`src/soc_pkg.sv`:
```
package soc_pkg;

	localparam int ADDR_W = 32;
	localparam int DATA_W = 32;
	localparam int STRB_W = DATA_W / 8;

	typedef logic [ADDR_W-1:0] addr_t;
	typedef logic [DATA_W-1:0] data_t;
	typedef logic [STRB_W-1:0] strb_t;
	typedef logic [1:0]        resp_t;

	localparam resp_t RESP_OKAY   = 2'd0;
	localparam resp_t RESP_DECERR = 2'd3;

	localparam int NO_MASTERS = 2;
	localparam int NO_MEMS    = 2;
	localparam int NO_TARGETS = NO_MEMS + 1; // sys_ctrl is the last target.
	localparam int NO_CORES   = 2;

	localparam addr_t MEM_BASE   = 32'h1000_0000;
	localparam addr_t MEM_STRIDE = 32'h0100_0000;
	localparam addr_t CTRL_BASE  = 32'h2000_0000;
	localparam addr_t CTRL_END   = 32'h3000_0000;

	localparam int MEM_WORDS = 256;

	localparam addr_t REG_SCRATCH = 32'h0;
	localparam addr_t REG_BOOT    = 32'h4;
	localparam addr_t REG_SRST    = 32'h8;

	typedef enum logic [2:0] {
		RUN,
		PAUSE_PERIPH,
		PAUSE_XBAR,
		PAUSED,
		RESUME_XBAR,
		RESUME_PERIPH
	} pause_state_e;

	function automatic data_t apply_strb(data_t old_word, data_t new_word, strb_t strb);
		data_t merged;
		merged = old_word;
		for (int b = 0; b < STRB_W; b++) begin
			if (strb[b]) begin
				merged[8*b +: 8] = new_word[8*b +: 8];
			end
		end
		return merged;
	endfunction

endpackage

```
`src/pause_seq.sv`:
```
`timescale 1ns/1ps

module pause_seq (
	input  logic clk,
	input  logic rst,

	input  logic pause_req,
	output logic pause_ack,

	output logic periph_pause_req,
	input  logic periph_pause_ack,

	output logic xbar_pause_req,
	input  logic xbar_pause_ack
);

	soc_pkg::pause_state_e state;
	soc_pkg::pause_state_e state_next;

	always_ff @(posedge clk) begin
		if (rst) begin
			state <= soc_pkg::RUN;
		end else begin
			state <= state_next;
		end
	end

	always_comb begin
		state_next = state;
		case (state)
			soc_pkg::RUN: begin
				if (pause_req) begin
					state_next = soc_pkg::PAUSE_PERIPH;
				end
			end
			soc_pkg::PAUSE_PERIPH: begin
				if (periph_pause_ack) begin
					state_next = soc_pkg::PAUSE_XBAR;
				end
			end
			soc_pkg::PAUSE_XBAR: begin
				if (xbar_pause_ack) begin
					state_next = soc_pkg::PAUSED;
				end
			end
			soc_pkg::PAUSED: begin
				if (!pause_req) begin
					state_next = soc_pkg::RESUME_XBAR;
				end
			end
			soc_pkg::RESUME_XBAR: begin
				if (!xbar_pause_ack) begin
					state_next = soc_pkg::RESUME_PERIPH;
				end
			end
			soc_pkg::RESUME_PERIPH: begin
				if (!periph_pause_ack) begin
					state_next = soc_pkg::RUN;
				end
			end
			default: state_next = soc_pkg::RUN;
		endcase
	end

	// the peripheral block is paused first and released last.
	assign periph_pause_req = state inside {soc_pkg::PAUSE_PERIPH, soc_pkg::PAUSE_XBAR,
	                                        soc_pkg::PAUSED, soc_pkg::RESUME_XBAR};
	assign xbar_pause_req   = state inside {soc_pkg::PAUSE_XBAR, soc_pkg::PAUSED};
	assign pause_ack        = state inside {soc_pkg::PAUSED, soc_pkg::RESUME_XBAR,
	                                        soc_pkg::RESUME_PERIPH};

endmodule

```
`config.mk`:
```
export PLATFORM = sky130hd
export DESIGN_NAME = pause_seq
export DESIGN_NICKNAME = d
export VERILOG_FILES = /design/src/soc_pkg.sv /design/src/pause_seq.sv
export SDC_FILE = /design/constraint.sdc
export NUM_CORES = 1
export LEC_CHECK = 0
export BUFFER_PORTS_ARGS = -buffer_cell sky130_fd_sc_hd__clkbuf_2
export CORE_AREA = 2 2 39 41
export CTS_BUF_LIST = sky130_fd_sc_hd__clkbuf_4 sky130_fd_sc_hd__clkbuf_8
export DETAILED_ROUTE_END_ITERATION = 16
export DIE_AREA = 0 0 41 43
export PLACE_DENSITY_LB_ADDON = 0.12
export REMOVE_ABC_BUFFERS = 1
export SLEW_MARGIN = 20
export SYNTH_ARGS = -nofsm -noshare
export SYNTH_HDL_FRONTEND = slang
export SYNTH_SLANG_ARGS = --single-unit
```
`constraint.sdc`:
```
create_clock -name clk -period 3.9 [get_ports clk]
set_clock_uncertainty 0.2 [all_clocks]
set_input_delay 1.17 -clock clk [delete_from_list [all_inputs] [get_ports clk]]
set_output_delay 1.17 -clock clk [all_outputs]
set_load 0.01 [all_outputs]
```
**Yosys cells after proc, flatten, opt, wreduce, memory -nomap -nowiden**

Index checks and enable logic that the tools add are counted.

- Register bits after elaboration: 3
- Input port bits: 5
- Logic and storage cells: 24

- Equality and inequality tests: 11
- Mux-type cells: 7
- Reductions and logical operators: 5

Operators by type and width:

| kind | number |
|---|---|
| 3-bit two-way mux | 6 |
| 3-bit one-hot mux with 6 select lines | 1 |
| 2-bit != test, second input constant | 6 |
| 3-bit by 2-bit equality test with 1-bit output, second input constant | 2 |
| 3-bit equality test, second input constant | 2 |
| 6-bit AND reduction | 1 |
| 4-bit nonzero test | 1 |
| 3-bit by 1-bit equality test with 1-bit output, second input constant | 1 |
| 3-bit zero test | 1 |
| 3-bit nonzero test | 1 |
| 2-bit nonzero test | 1 |

**Logic depth before layout (Yosys ltp)**

- Word-level depth: 3
- Mapped depth: 3

**Least setup slack after synthesis**

No wires, ideal clock.

- Kind: reg-to-output
- Start point: register state[1]
- End point: output pause_ack
- Arrival time: 899 ps
- Path slack: 1631 ps
- Cell stages (with the launch flop): 3
- Buffers on the path: 0
- Cells stage by stage: dfxtp_1 nor2b_1 a21o_2

- Word-level cells in the longest chain between the ends: 2
- Elaborated cells between the ends (all ways): 4
- Classes of those cells: 3 x eq/ne; 1 x reduce/logical

Ends and longest elaborated chain:

| element | line | source |
|---|---|---|
| from (decl) | pause_seq.sv:17 | `soc_pkg::pause_state_e state;` |
| from (signal assigned) | pause_seq.sv:22 | `state <= soc_pkg::RUN;` |
| from (signal assigned) | pause_seq.sv:24 | `state <= state_next;` |
| 3-bit by 2-bit equality test with 1-bit output or 3-bit equality test (tied branches) | pause_seq.sv:69 | `assign pause_ack = state inside {soc_pkg::PAUSED, soc_pkg::RESUME_XBAR,` |
| 3-bit nonzero test (*) | pause_seq.sv:69 |  |
| to (decl) | pause_seq.sv:8 | `output logic pause_ack,` |

Mark *: on every way between the ends. The rest lies on a longest branch, timed or not.

**Worst setup path in the final report**

Ends and elaborated chain as after synthesis.

==> flow_metrics.py <==
metrics = {
    "status": {
        "outcome": "complete, no violations",
    },
    "cts": {
        "clockBufferDepth": 2,
        "post_cts_buffers": 0,
        "root_buffer": "clkbuf_4",
        "cts_tree": "done",
        "htreeDepth": 1,
        "clock_latency_ns": 0.23,
        "path_clk_slew_ns": 0.04,
        "clock-sinks": 3,
        "cts_resized": 0,
        "cts_made_buffers": 3,
        "cts_hold_repair.buffers": 0,
    },
    "run": {
        "drv_cap": 0,
    },
    "pwr": {
        "p_total_uw": 121.1,
        "power_density_nw_per_um2": 430.2,
        "leakage_uw": 0.0001253,
        "peakVddDrop_v": 0.00008675,
    },
    "worst_setup_path": {
        "critical_path_arrival_ns": 1.20,
        "crit_start": "state[1]$_SDFFE_PP0P_",
        "reg2reg_from": "state[1]$_SDFFE_PP0P_",
        "cp.required_ns": 2.53,
        "critPathCaptureType": "primary output",
        "critPathMaxFanout": 7,
        "critical_path_class": "reg -> out",
        "cp-start-kind": "register",
    },
    "final_layout": {
        "largest_register_ffs": 3,
        "final_area_um2": 281.5,
        "final_cell_mix": "clkbuf_2, nand2b_1, clkbuf_4",
        "nNetsFinal": 40,
        "n_fill_cell": 157,
        "area.growth.synth_to_final_pct": 43.31,
        "final_common_cell": "clkbuf_2",
        "regArea_um2": 60.06,
        "top_regs": "state (3)",
        "multiInputGateArea_um2": 132.6,
        "drive_gt1_frac": 0.3529,
        "largest_register": "state",
        "antenna_cells": 0,
    },
    "floorplan": {
        "core-area_um2": 1384,
        "die_h_um": 43,
        "initial_core_util": 0.1420,
        "ios": 8,
        "dieWidth_um": 41,
        "dieArea_um2": 1763,
        "num_rows": 14,
    },
    "min_path": {
        "hold_class": "reg -> reg",
        "hold_start": "state[2]$_SDFFE_PP0P_",
    },
    "detailed_routing": {
        "vias_per_cell": 4.320,
        "drc": 0,
        "routed_wl_um": 486,
        "drtAntennaViolNets": 0,
        "firstDrtPassIters": 4,
        "vias": 216,
        "drtIter0Drc": 7,
        "avgRoutedWirePerCell_um": 9.720,
    },
    "timing": {
        "maxSlewViolCount": 0,
        "max_freq_mhz": 388.4,
        "finalCritPeriodShare": 0.6602,
        "hold_viol": 0,
        "tightest_slew_ns": 0.3181,
        "tns_ns": 0,
        "slew_headroom": 0.7825,
        "rsz0062_at_grt": "no",
        "period_needed_ns": 2.575,
        "setup_viol": 0,
    },
    "placed_design": {
        "postPlaceCellArea_um2": 251.5,
        "io_buffers": 7,
        "gp_congestion": 0.7578,
        "dpl.hpwl_um": 365.6,
    },
    "grt": {
        "first_global_vias": 217,
        "grt_pass1_wl_um": 876,
        "antenna_found_initial": 0,
        "grt_max_degree": 10,
        "gr-total-overflow": 0,
        "grt_util_all_layers": 0.07916,
    },
    "yosys": {
        "synth_top_cell_area_share": 0.3057,
        "ys_types": 15,
        "syn_area_um2": 196.4,
        "synth.area.top_cells": "dfxtp_1, nand2b_1, nor2b_1, mux2i_1, a2111oi_0",
        "yosysTopAreaCell": "dfxtp_1",
        "yosys_warnings": 0,
        "synth-seq-area-share": 0.3057,
        "synth-seq-cells": 3,
        "syn-instance-count": 23,
        "syn_avg_cell_area_um2": 8.541,
    },
}
-- power by group --
group	switching [µW]	internal [µW]	total, µW
Sequential	5.32	33.3	38.6
Combinational	9.46	11.0	20.4
Clock	16.7	45.3	62.0
Total	31.5	89.6	121
-- Yosys cell counts --
cell type / number
a22oi_1: 1
a2111oi_0: 1
dfxtp_1: 3
or3b_1: 1
inv_1: 1
nor3_1: 1
a32oi_1: 1
nor2b_1: 3
nor4_1: 1
nand2b_1: 4
nand4b_1: 1
nor2_1: 2
mux2i_1: 1
a21o_2: 1
xnor2_1: 1
-- critical path, cell delays in order, from the launching register on --
cell and delay [ns]:
dfxtp_1 0.45, nor2b_1 0.25, a21o_2 0.15, clkbuf_2 0.12
-- cell type report --
type / count / area share
inverter: 1 / 0.01333
tap: 16 / 0.07111
sequential: 3 / 0.2133
timing repair buffer: 7 / 0.1244
clock buffer: 4 / 0.1067
multi-input combinational: 19 / 0.4711
-- cell families (layout without fill, tap and decap cells) --
kind of cell              count (synthesis)  in the layout  share of synthesized area
AOI/OAI and AO/OA                         4              4                     0.1720
xor gates and xnor gates                  1              1                    0.04459
DFF                                       3              3                     0.3057
muxes                                     1              1                    0.05096
and+or+nand+nor                          13             13                     0.4077
buffers and inverters                     1             12                    0.01909
-- through the flow --
stage	hold slack, ns	util	worst slack, ns	std cells
2_1_floorplan	0.2875	-	1.631	23
3_3_place_gp	0.3683	0.1817	1.566	46
3_5_place_dp	0.3520	0.1817	1.579	46
4_1_cts	0.3545	0.2034	1.325	50
5_1_grt	0.3983	0.2034	1.218	50
6_report	0.3557	0.2034	1.325	50
-- final timing paths --
kind                                end  slack [ns]  cells after the start
setup / recovery              pause_ack        1.33                      3
hold / removal    state[1]$_SDFFE_PP0P_        0.36                      1
setup reg to reg  state[0]$_SDFFE_PP0P_        2.48                      3
hold reg to reg   state[1]$_SDFFE_PP0P_        0.36                      1
-- layer usage --
layer | global-route usage | vias to the layer above | routed length, µm
li1 | - | 107 | -
met1 | 0.08626 | 102 | 236
met2 | 0.09688 | 7 | 227
met3 | 0.06283 | 0 | 22
met4 | 0.06000 | 0 | 0
met5 | 0 | - | 0
No activity file was read; power rests on OpenSTA's default activity.
