**config.mk**
```make
export PLATFORM = sky130hd
export DESIGN_NAME = sys_ctrl_flat
export DESIGN_NICKNAME = d
export VERILOG_FILES = /design/src/soc_pkg.sv /design/src/axil_if.sv /design/src/sys_ctrl.sv /design/src/flat_wrapper.sv
export SDC_FILE = /design/constraint.sdc
export NUM_CORES = 1
export LEC_CHECK = 0
export ABC_CLOCK_PERIOD_IN_PS = 4100
export BUFFER_PORTS_ARGS = -buffer_cell sky130_fd_sc_hd__clkbuf_2
export CAP_MARGIN = 15
export CORE_MARGIN = 4
export CORE_UTILIZATION = 45
export CTS_CLUSTER_DIAMETER = 150
export DETAILED_ROUTE_END_ITERATION = 8
export PLACE_DENSITY = 0.77
export REMOVE_ABC_BUFFERS = 1
export SKIP_LAST_GASP = 1
export SYNTH_ARGS = -nofsm -noshare
export SYNTH_HDL_FRONTEND = slang
export SYNTH_SLANG_ARGS = --single-unit
```
**constraint.sdc**
```tcl
create_clock -name clk -period 4.1 [get_ports clk]
set_clock_uncertainty 0.15 [all_clocks]
set_input_delay 0.41 -clock clk [delete_from_list [all_inputs] [get_ports clk]]
set_output_delay 0.41 -clock clk [all_outputs]
set_load 0.005 [all_outputs]
```
**src/soc_pkg.sv**
```systemverilog
package soc_pkg;

	localparam int ADDR_W = 32;
	localparam int DATA_W = 32;
	localparam int STRB_W = DATA_W / 8;

	typedef logic [ADDR_W-1:0] addr_t;
	typedef logic [DATA_W-1:0] data_t;
	typedef logic [STRB_W-1:0] strb_t;
	typedef logic [1:0]        resp_t;

	localparam resp_t RESP_OKAY   = 2'd0;
	localparam resp_t RESP_DECERR = 2'd3;

	localparam int NO_MASTERS = 2;
	localparam int NO_MEMS    = 2;
	localparam int NO_TARGETS = NO_MEMS + 1; // sys_ctrl is the last target.
	localparam int NO_CORES   = 2;

	localparam addr_t MEM_BASE   = 32'h1000_0000;
	localparam addr_t MEM_STRIDE = 32'h0100_0000;
	localparam addr_t CTRL_BASE  = 32'h2000_0000;
	localparam addr_t CTRL_END   = 32'h3000_0000;

	localparam int MEM_WORDS = 256;

	localparam addr_t REG_SCRATCH = 32'h0;
	localparam addr_t REG_BOOT    = 32'h4;
	localparam addr_t REG_SRST    = 32'h8;

	typedef enum logic [2:0] {
		RUN,
		PAUSE_PERIPH,
		PAUSE_XBAR,
		PAUSED,
		RESUME_XBAR,
		RESUME_PERIPH
	} pause_state_e;

	function automatic data_t apply_strb(data_t old_word, data_t new_word, strb_t strb);
		data_t merged;
		merged = old_word;
		for (int b = 0; b < STRB_W; b++) begin
			if (strb[b]) begin
				merged[8*b +: 8] = new_word[8*b +: 8];
			end
		end
		return merged;
	endfunction

endpackage

```
**src/axil_if.sv**
```systemverilog
`timescale 1ns/1ps

interface axil_if;

	soc_pkg::addr_t aw_addr;
	logic           aw_valid;
	logic           aw_ready;

	soc_pkg::data_t w_data;
	soc_pkg::strb_t w_strb;
	logic           w_valid;
	logic           w_ready;

	soc_pkg::resp_t b_resp;
	logic           b_valid;
	logic           b_ready;

	soc_pkg::addr_t ar_addr;
	logic           ar_valid;
	logic           ar_ready;

	soc_pkg::data_t r_data;
	soc_pkg::resp_t r_resp;
	logic           r_valid;
	logic           r_ready;

	modport master (
		output aw_addr, aw_valid, input aw_ready,
		output w_data, w_strb, w_valid, input w_ready,
		input b_resp, b_valid, output b_ready,
		output ar_addr, ar_valid, input ar_ready,
		input r_data, r_resp, r_valid, output r_ready
	);

	modport slave (
		input aw_addr, aw_valid, output aw_ready,
		input w_data, w_strb, w_valid, output w_ready,
		output b_resp, b_valid, input b_ready,
		input ar_addr, ar_valid, output ar_ready,
		output r_data, r_resp, r_valid, input r_ready
	);

endinterface

```
**src/sys_ctrl.sv**
```systemverilog
`timescale 1ns/1ps

module sys_ctrl (
	input  logic                        clk,
	input  logic                        rst,
	axil_if.slave                       bus,

	input  logic                        pause_req,
	output logic                        pause_ack,

	input  soc_pkg::addr_t              rst_boot_addr,
	output soc_pkg::addr_t              boot_addr,
	output logic [soc_pkg::NO_CORES-1:0] core_srst
);

	soc_pkg::data_t scratch;
	soc_pkg::data_t rd_word;
	soc_pkg::data_t srst_word;
	soc_pkg::addr_t rd_off;
	soc_pkg::addr_t wr_off;

	logic busy;
	logic rd_take;
	logic wr_take;

	assign busy    = bus.b_valid || bus.r_valid;
	assign rd_take = bus.ar_valid && !busy && !pause_req;
	assign wr_take = bus.aw_valid && bus.w_valid && !bus.ar_valid && !busy && !pause_req;

	assign bus.ar_ready = rd_take;
	assign bus.aw_ready = wr_take;
	assign bus.w_ready  = wr_take;
	assign bus.b_resp   = soc_pkg::RESP_OKAY; // unknown offsets answer OKAY too.
	assign bus.r_resp   = soc_pkg::RESP_OKAY;

	assign rd_off    = bus.ar_addr - soc_pkg::CTRL_BASE;
	assign wr_off    = bus.aw_addr - soc_pkg::CTRL_BASE;
	assign srst_word = soc_pkg::apply_strb(soc_pkg::data_t'(core_srst), bus.w_data, bus.w_strb);

	always_comb begin
		case (rd_off)
			soc_pkg::REG_SCRATCH: rd_word = scratch;
			soc_pkg::REG_BOOT:    rd_word = boot_addr;
			soc_pkg::REG_SRST:    rd_word = soc_pkg::data_t'(core_srst);
			default:              rd_word = '0;
		endcase
	end

	always_ff @(posedge clk) begin
		if (rst) begin
			bus.b_valid <= 1'b0;
			bus.r_valid <= 1'b0;
			pause_ack   <= 1'b0;
			scratch     <= '0;
			boot_addr   <= rst_boot_addr;
			core_srst   <= '0;
		end else begin
			pause_ack <= pause_req && !busy;
			if (wr_take) begin
				bus.b_valid <= 1'b1;
				case (wr_off)
					soc_pkg::REG_SCRATCH: scratch <= soc_pkg::apply_strb(scratch, bus.w_data, bus.w_strb);
					soc_pkg::REG_BOOT:    boot_addr <= soc_pkg::apply_strb(boot_addr, bus.w_data, bus.w_strb);
					soc_pkg::REG_SRST:    core_srst <= srst_word[soc_pkg::NO_CORES-1:0];
					default:              ;
				endcase
			end else if (bus.b_ready) begin
				bus.b_valid <= 1'b0;
			end
			if (rd_take) begin
				bus.r_valid <= 1'b1;
			end else if (bus.r_ready) begin
				bus.r_valid <= 1'b0;
			end
		end
	end

	always_ff @(posedge clk) begin
		if (rd_take) begin
			bus.r_data <= rd_word;
		end
	end

endmodule

```
**src/flat_wrapper.sv**
```systemverilog
// flat-port wrapper written by rule: the top's interface ports become plain ports
module sys_ctrl_flat 
  (clk, rst, pause_req, pause_ack, rst_boot_addr, boot_addr, core_srst, bus_aw_addr, bus_aw_valid, bus_aw_ready, bus_w_data, bus_w_strb, bus_w_valid, bus_w_ready, bus_b_resp, bus_b_valid, bus_b_ready, bus_ar_addr, bus_ar_valid, bus_ar_ready, bus_r_data, bus_r_resp, bus_r_valid, bus_r_ready);
  axil_if bus_i ();
  input  logic clk;
  input  logic rst;
  input  logic pause_req;
  output logic pause_ack;
  input  soc_pkg::addr_t rst_boot_addr;
  output soc_pkg::addr_t boot_addr;
  output logic [soc_pkg::NO_CORES-1:0] core_srst;
  input wire logic [$bits(bus_i.aw_addr)-1:0] bus_aw_addr;
  input wire logic [$bits(bus_i.aw_valid)-1:0] bus_aw_valid;
  output wire logic [$bits(bus_i.aw_ready)-1:0] bus_aw_ready;
  input wire logic [$bits(bus_i.w_data)-1:0] bus_w_data;
  input wire logic [$bits(bus_i.w_strb)-1:0] bus_w_strb;
  input wire logic [$bits(bus_i.w_valid)-1:0] bus_w_valid;
  output wire logic [$bits(bus_i.w_ready)-1:0] bus_w_ready;
  output wire logic [$bits(bus_i.b_resp)-1:0] bus_b_resp;
  output wire logic [$bits(bus_i.b_valid)-1:0] bus_b_valid;
  input wire logic [$bits(bus_i.b_ready)-1:0] bus_b_ready;
  input wire logic [$bits(bus_i.ar_addr)-1:0] bus_ar_addr;
  input wire logic [$bits(bus_i.ar_valid)-1:0] bus_ar_valid;
  output wire logic [$bits(bus_i.ar_ready)-1:0] bus_ar_ready;
  output wire logic [$bits(bus_i.r_data)-1:0] bus_r_data;
  output wire logic [$bits(bus_i.r_resp)-1:0] bus_r_resp;
  output wire logic [$bits(bus_i.r_valid)-1:0] bus_r_valid;
  input wire logic [$bits(bus_i.r_ready)-1:0] bus_r_ready;
  assign bus_i.aw_addr = bus_aw_addr;
  assign bus_i.aw_valid = bus_aw_valid;
  assign bus_aw_ready = bus_i.aw_ready;
  assign bus_i.w_data = bus_w_data;
  assign bus_i.w_strb = bus_w_strb;
  assign bus_i.w_valid = bus_w_valid;
  assign bus_w_ready = bus_i.w_ready;
  assign bus_b_resp = bus_i.b_resp;
  assign bus_b_valid = bus_i.b_valid;
  assign bus_i.b_ready = bus_b_ready;
  assign bus_i.ar_addr = bus_ar_addr;
  assign bus_i.ar_valid = bus_ar_valid;
  assign bus_ar_ready = bus_i.ar_ready;
  assign bus_r_data = bus_i.r_data;
  assign bus_r_resp = bus_i.r_resp;
  assign bus_r_valid = bus_i.r_valid;
  assign bus_i.r_ready = bus_r_ready;
  sys_ctrl u_core (.clk(clk), .rst(rst), .bus(bus_i), .pause_req(pause_req), .pause_ack(pause_ack), .rst_boot_addr(rst_boot_addr), .boot_addr(boot_addr), .core_srst(core_srst));
endmodule
```
* Word-level counts from Yosys, hierarchy flattened *
Cells that the tools add are included.

operators by class
  add/subtract/negate cells = 2
  equality and inequality tests = 4
  muxes and demuxes = 12
  reduce and logical (&&, ||, !) cells = 30

operators with widths
  cell                                                  count
  two-way mux 32 bit                                    3
  one-hot mux 32 bit (3 select lines)                   1
  == test 32 x 3 -> 1 bit (second input constant)       2
  == test 32 x 4 -> 1 bit (second input constant)       2
  zero test 32 bit                                      2
  subtractor 32 x 30 -> 32 bit (second input constant)  2
  two-way mux 8 bit                                     4
  AND reduction 3 bit                                   9
  nonzero test 2 bit                                    8
  logical AND 1 bit                                     7
  two-way mux 1 bit                                     4
  zero test 1 bit                                       3
  logical OR 1 bit                                      1

word-level totals
  register bits after elaboration = 101
  bits of input ports = 140
  output and inout bits = 76
  logic and storage cells = 61

* Depth between registers and ports, before layout *
  depth in word-level cells = 6
  gate-level depth with buffers = 7
  depth with buffers taken out = 6

* Least setup slack after synthesis *
Ideal clock, no wire load.

  kind = input -> register
  start point = input port pause_req
  end point = register u_core.bus.r_data[0], enable pin
  setup time = 0.424 ns
  data arrival time = 2.313 ns
  data required time = 3.526 ns
  setup slack = 1.213 ns
  stages = 3
  path buffers = 1
  cells stage by stage = or3_1 -> clkbuf_1 -> nor2_1

between the ends
  cells in the longest elaborated chain, start to end = 2

RTL lines
  item                    line                source
  start, declared         flat_wrapper.sv:7   input logic pause_req;
  zero test 1 bit         sys_ctrl.sv:27      assign rd_take = bus.ar_valid && !busy && !pause_req;
  logical AND 1 bit       sys_ctrl.sv:27
  named net bus_ar_ready  flat_wrapper.sv:24  output wire logic [$bits(bus_i.ar_ready)-1:0] bus_ar_ready;
  end signal, assigned    sys_ctrl.sv:80      bus.r_data <= rd_word;
  end, declared           axil_if.sv:40       output r_data, r_resp, r_valid, input r_ready

The timed path passes the listed nets, and every way through them passes these cells.
A chain may end at the register's enable or synchronous reset.

* Final worst setup path *
  start point = register u_core.bus.b_valid
  end point = register u_core.boot_addr[24], enable pin

between the ends
  cells in the longest elaborated chain, start to end = 6

RTL lines
  item                            line            source
  start, declared                 axil_if.sv:38   output b_resp, b_valid, input b_ready,
  start signal, assigned          sys_ctrl.sv:51  bus.b_valid <= 1'b0;
  start signal, assigned          sys_ctrl.sv:60  bus.b_valid <= 1'b1;
  start signal, assigned          sys_ctrl.sv:68  bus.b_valid <= 1'b0;
  logical OR 1 bit                sys_ctrl.sv:26  assign busy = bus.b_valid || bus.r_valid;
  zero test 1 bit                 sys_ctrl.sv:28  assign wr_take = bus.aw_valid && bus.w_valid && !bus.ar_valid && !busy && !pause_req;
  logical AND 1 bit (2 in a row)  sys_ctrl.sv:28
  nonzero test 2 bit (no line)    -
  AND reduction 3 bit (no line)   -
  end signal, assigned            sys_ctrl.sv:55  boot_addr <= rst_boot_addr;
  end signal, assigned            sys_ctrl.sv:63  soc_pkg::REG_BOOT: boot_addr <= soc_pkg::apply_strb(boot_addr, bus.w_data, bus.w_strb);
  end, declared                   sys_ctrl.sv:12  output soc_pkg::addr_t boot_addr,

Every way passes these cells.

==> impl_metrics.tcl <==
set metrics [dict create \
    status "completed" \
    r2r-end "u_core.boot_addr[24]$_DFFE_PP_" \
    placementRows 37 \
    rr_worst_depth 4 \
    clock_sinks 101 \
    core_area_um2 10300 \
    post_cts_buffers 0 \
    yosysMostFrequentCell "nand2b_1" \
    cp_max_fo 8 \
    start_util_pct 46.2 \
    rsz0062_at_grt "no" \
    synth_area_leaders "edfxtp_1 40%, dfxtp_1 16%, mux2i_1 14%" \
    worstHoldPathCells 3 \
    cts_buffer_depth 2 \
    setup_viol 0 \
    cp.arrival_ns 2.54 \
    antenna_found_initial 0 \
    num_vias 3884 \
    min-delay-start "bus_w_data[10]" \
    yosys.area.top_type_share_pct 40.5 \
    io_pins 216 \
    relSlewSlack_pct 43.2 \
    die_y_um 111 \
    yosys_warnings 0 \
    cp_data_required_time_ns 3.95 \
    ys_ff_latch 101 \
    clk_pin_slew_ns 0.09 \
    grt_start_max_net_pins 56 \
    irDropWorstVdd_mv 0.166 \
    antennaDiodeCount 0 \
    finalNetCount 777 \
    cts_tree "yes" \
    place_area_um2 5920 \
    worst_pin_slew_ns 0.851 \
    drive_above_1_share_pct 37.2 \
    drc 0 \
    setup_tns_ns 0 \
    vias_per_cell 5.01 \
    start_kind "flop" \
    instances_no_fill 776 \
    syn_inst 430 \
    dp.cells 760 \
    syn_area_um2 4750 \
    hold_buffers 0 \
    clockRootBuffer "clkbuf_8" \
    cts_buffers 9 \
    postRouteAntennaNets 0 \
    fmax_mhz 372 \
    dp_hpwl_um 9430 \
    drt_iter0_drc 193 \
    synth_ff_type "edfxtp_1" \
    area_delta_synth_final_pct 28.8 \
    r2r-start "u_core.bus.b_valid$_SDFFE_PP0P_" \
    power_leakage_nw 3.04 \
    yosys-top-cells-count "70 x nand2b_1, 68 x nand2_1, 66 x mux2i_1" \
    finalHoldViolations 0 \
    grt-ovfl-total 0 \
    yosysTopAreaCell "edfxtp_1" \
    criticalPathCategory "flop to flop" \
    wirelength_um 12300 \
    fin_crit_sh_pct 65.5 \
    grt_pass1_wl_um 19400 \
    syn_avg_cell_area_um2 11.0 \
    endpoint_kind "flop" \
    place.gp.congestion 0.841 \
    holdPathEnd "u_core.scratch[10]$_SDFFE_PP0P_" \
    io_buffers 211 \
    dieArea_um2 12300 \
    hp-class "input port to flop" \
    report.final.slew_viol_count 0 \
    design_area_um2 6110 \
    cts.htree.levels 3 \
    first_global_vias 4026 \
    reg2reg_slack_ns 1.41 \
    powerDensity_nw_per_um2 328 \
    drv_cap 0 \
    synth_edf_count 64 \
    fp.dieW_um 111 \
    drt_first_pass_iters 5 \
    grt_usage_pct 19.8 \
    ys_seq_area_share_pct 56.1 \
    synthDistinctLibCells 30 \
    async_flop_share_pct 0 \
    whs_ns 0.149 \
    cts_resized 0 \
    clkLatencyLatePin_ns 0.36 \
    finalCriticalPeriod_ns 2.69 \
    wl_per_cell_um 15.9 \
]
-- placed cells by master (no fill, tap or decap), types with 3 or more instances in the layout --
cell type,instances
clkbuf_2,211
nor2_1,36
conb_1,4
o21bai_1,4
clkbuf_8,9
nand4_4,4
dfxtp_1,37
nand4_1,6
nor2b_1,3
edfxtp_1,64
buf_4,6
nand2_1,68
nor4_1,13
mux2i_1,66
nor4b_1,3
nand2b_1,70
inv_1,8
-- flip-flops by register name, indices dropped and copies added (netlist names) --
| register | cells |
|---|---|
| u_core.core_srst | 2 |
| u_core.bus.r_valid | 1 |
| u_core.boot_addr | 32 |
| u_core.pause_ack | 1 |
| u_core.scratch | 32 |
| u_core.bus.b_valid | 1 |
| u_core.bus.r_data | 32 |
-- report_power, final --
part / internal [mW] / total [mW] / switching [mW]
Clock: 0.281 / 0.625 / 0.343
Combinational: 0.119 / 0.236 / 0.116
Sequential: 1.12 / 1.14 / 0.0210
Total: 1.52 / 2.00 / 0.481
-- stage by stage --
| step | setup WS (ns) | util [%] | total power, mW |
|---|---|---|---|
| global route | 1.20 | 59.5 | 2.09 |
| finish | 1.41 | 59.5 | 2.00 |
| CTS | 1.38 | 59.5 | 2.03 |
| global placement | 1.18 | 57.6 | 1.40 |
| floorplan | 1.25 | - | 1.25 |
| detailed placement | 1.14 | 57.6 | 1.41 |
-- worst max-delay path, cell delays in order, from the launching register on --
cell and delay (ns):
dfxtp_1 0.35, or3_1 0.53, nor2_1 0.43, nand4_1 0.15, o21bai_1 0.70
-- cell type report --
class                      instances  area (µm²)
sequential                       101        2660
clock buffer                      10         128
timing repair buffer             217        1100
multi-input combinational        298        1960
clock inverter                     6        63.8
fill                             914        4170
tap                              136         170
inverter                           8        30.0
-- worst max path at each step --
stage,from,endpoint,slack [ns],cells past startpoint
final,u_core.bus.b_valid$_SDFFE_PP0P_,u_core.boot_addr[24]$_DFFE_PP_,1.41,4
after global routing,u_core.bus.b_valid$_SDFFE_PP0P_,u_core.boot_addr[27]$_DFFE_PP_,1.20,4
after CTS,u_core.bus.b_valid$_SDFFE_PP0P_,bus_ar_ready,1.38,3
after detailed placement,bus_aw_addr[17],u_core.boot_addr[29]$_DFFE_PP_,1.14,6
after global placement,bus_aw_addr[17],u_core.boot_addr[29]$_DFFE_PP_,1.18,6
after floorplan,pause_req,u_core.bus.r_data[0]$_DFFE_PP_,1.25,2
-- cells by family (layout without fill, tap and decap cells) --
family	after synthesis	in the layout	share of synthesized area, %
AOI/OAI and AO/OA	8	8	1.08
other	1	4	0.0790
DFF	101	101	56.1
adders and majority gates	2	2	0.527
and+or+nand+nor	216	216	24.8
buffers and inverters	34	241	3.08
xor gates and xnor gates	2	2	0.369
muxes	66	66	13.9
-- routing by layer --
layer,share of wire (%),up-vias,GRT usage [%],wire [µm]
li1,-,1889,-,-
met1,41,1807,23.2,4980
met2,51,169,34.6,6220
met3,6.5,19,5.02,805
met4,2.4,0,8.13,291
met5,0,-,0,0
Note: power is estimated with default switching activity, not from simulation.
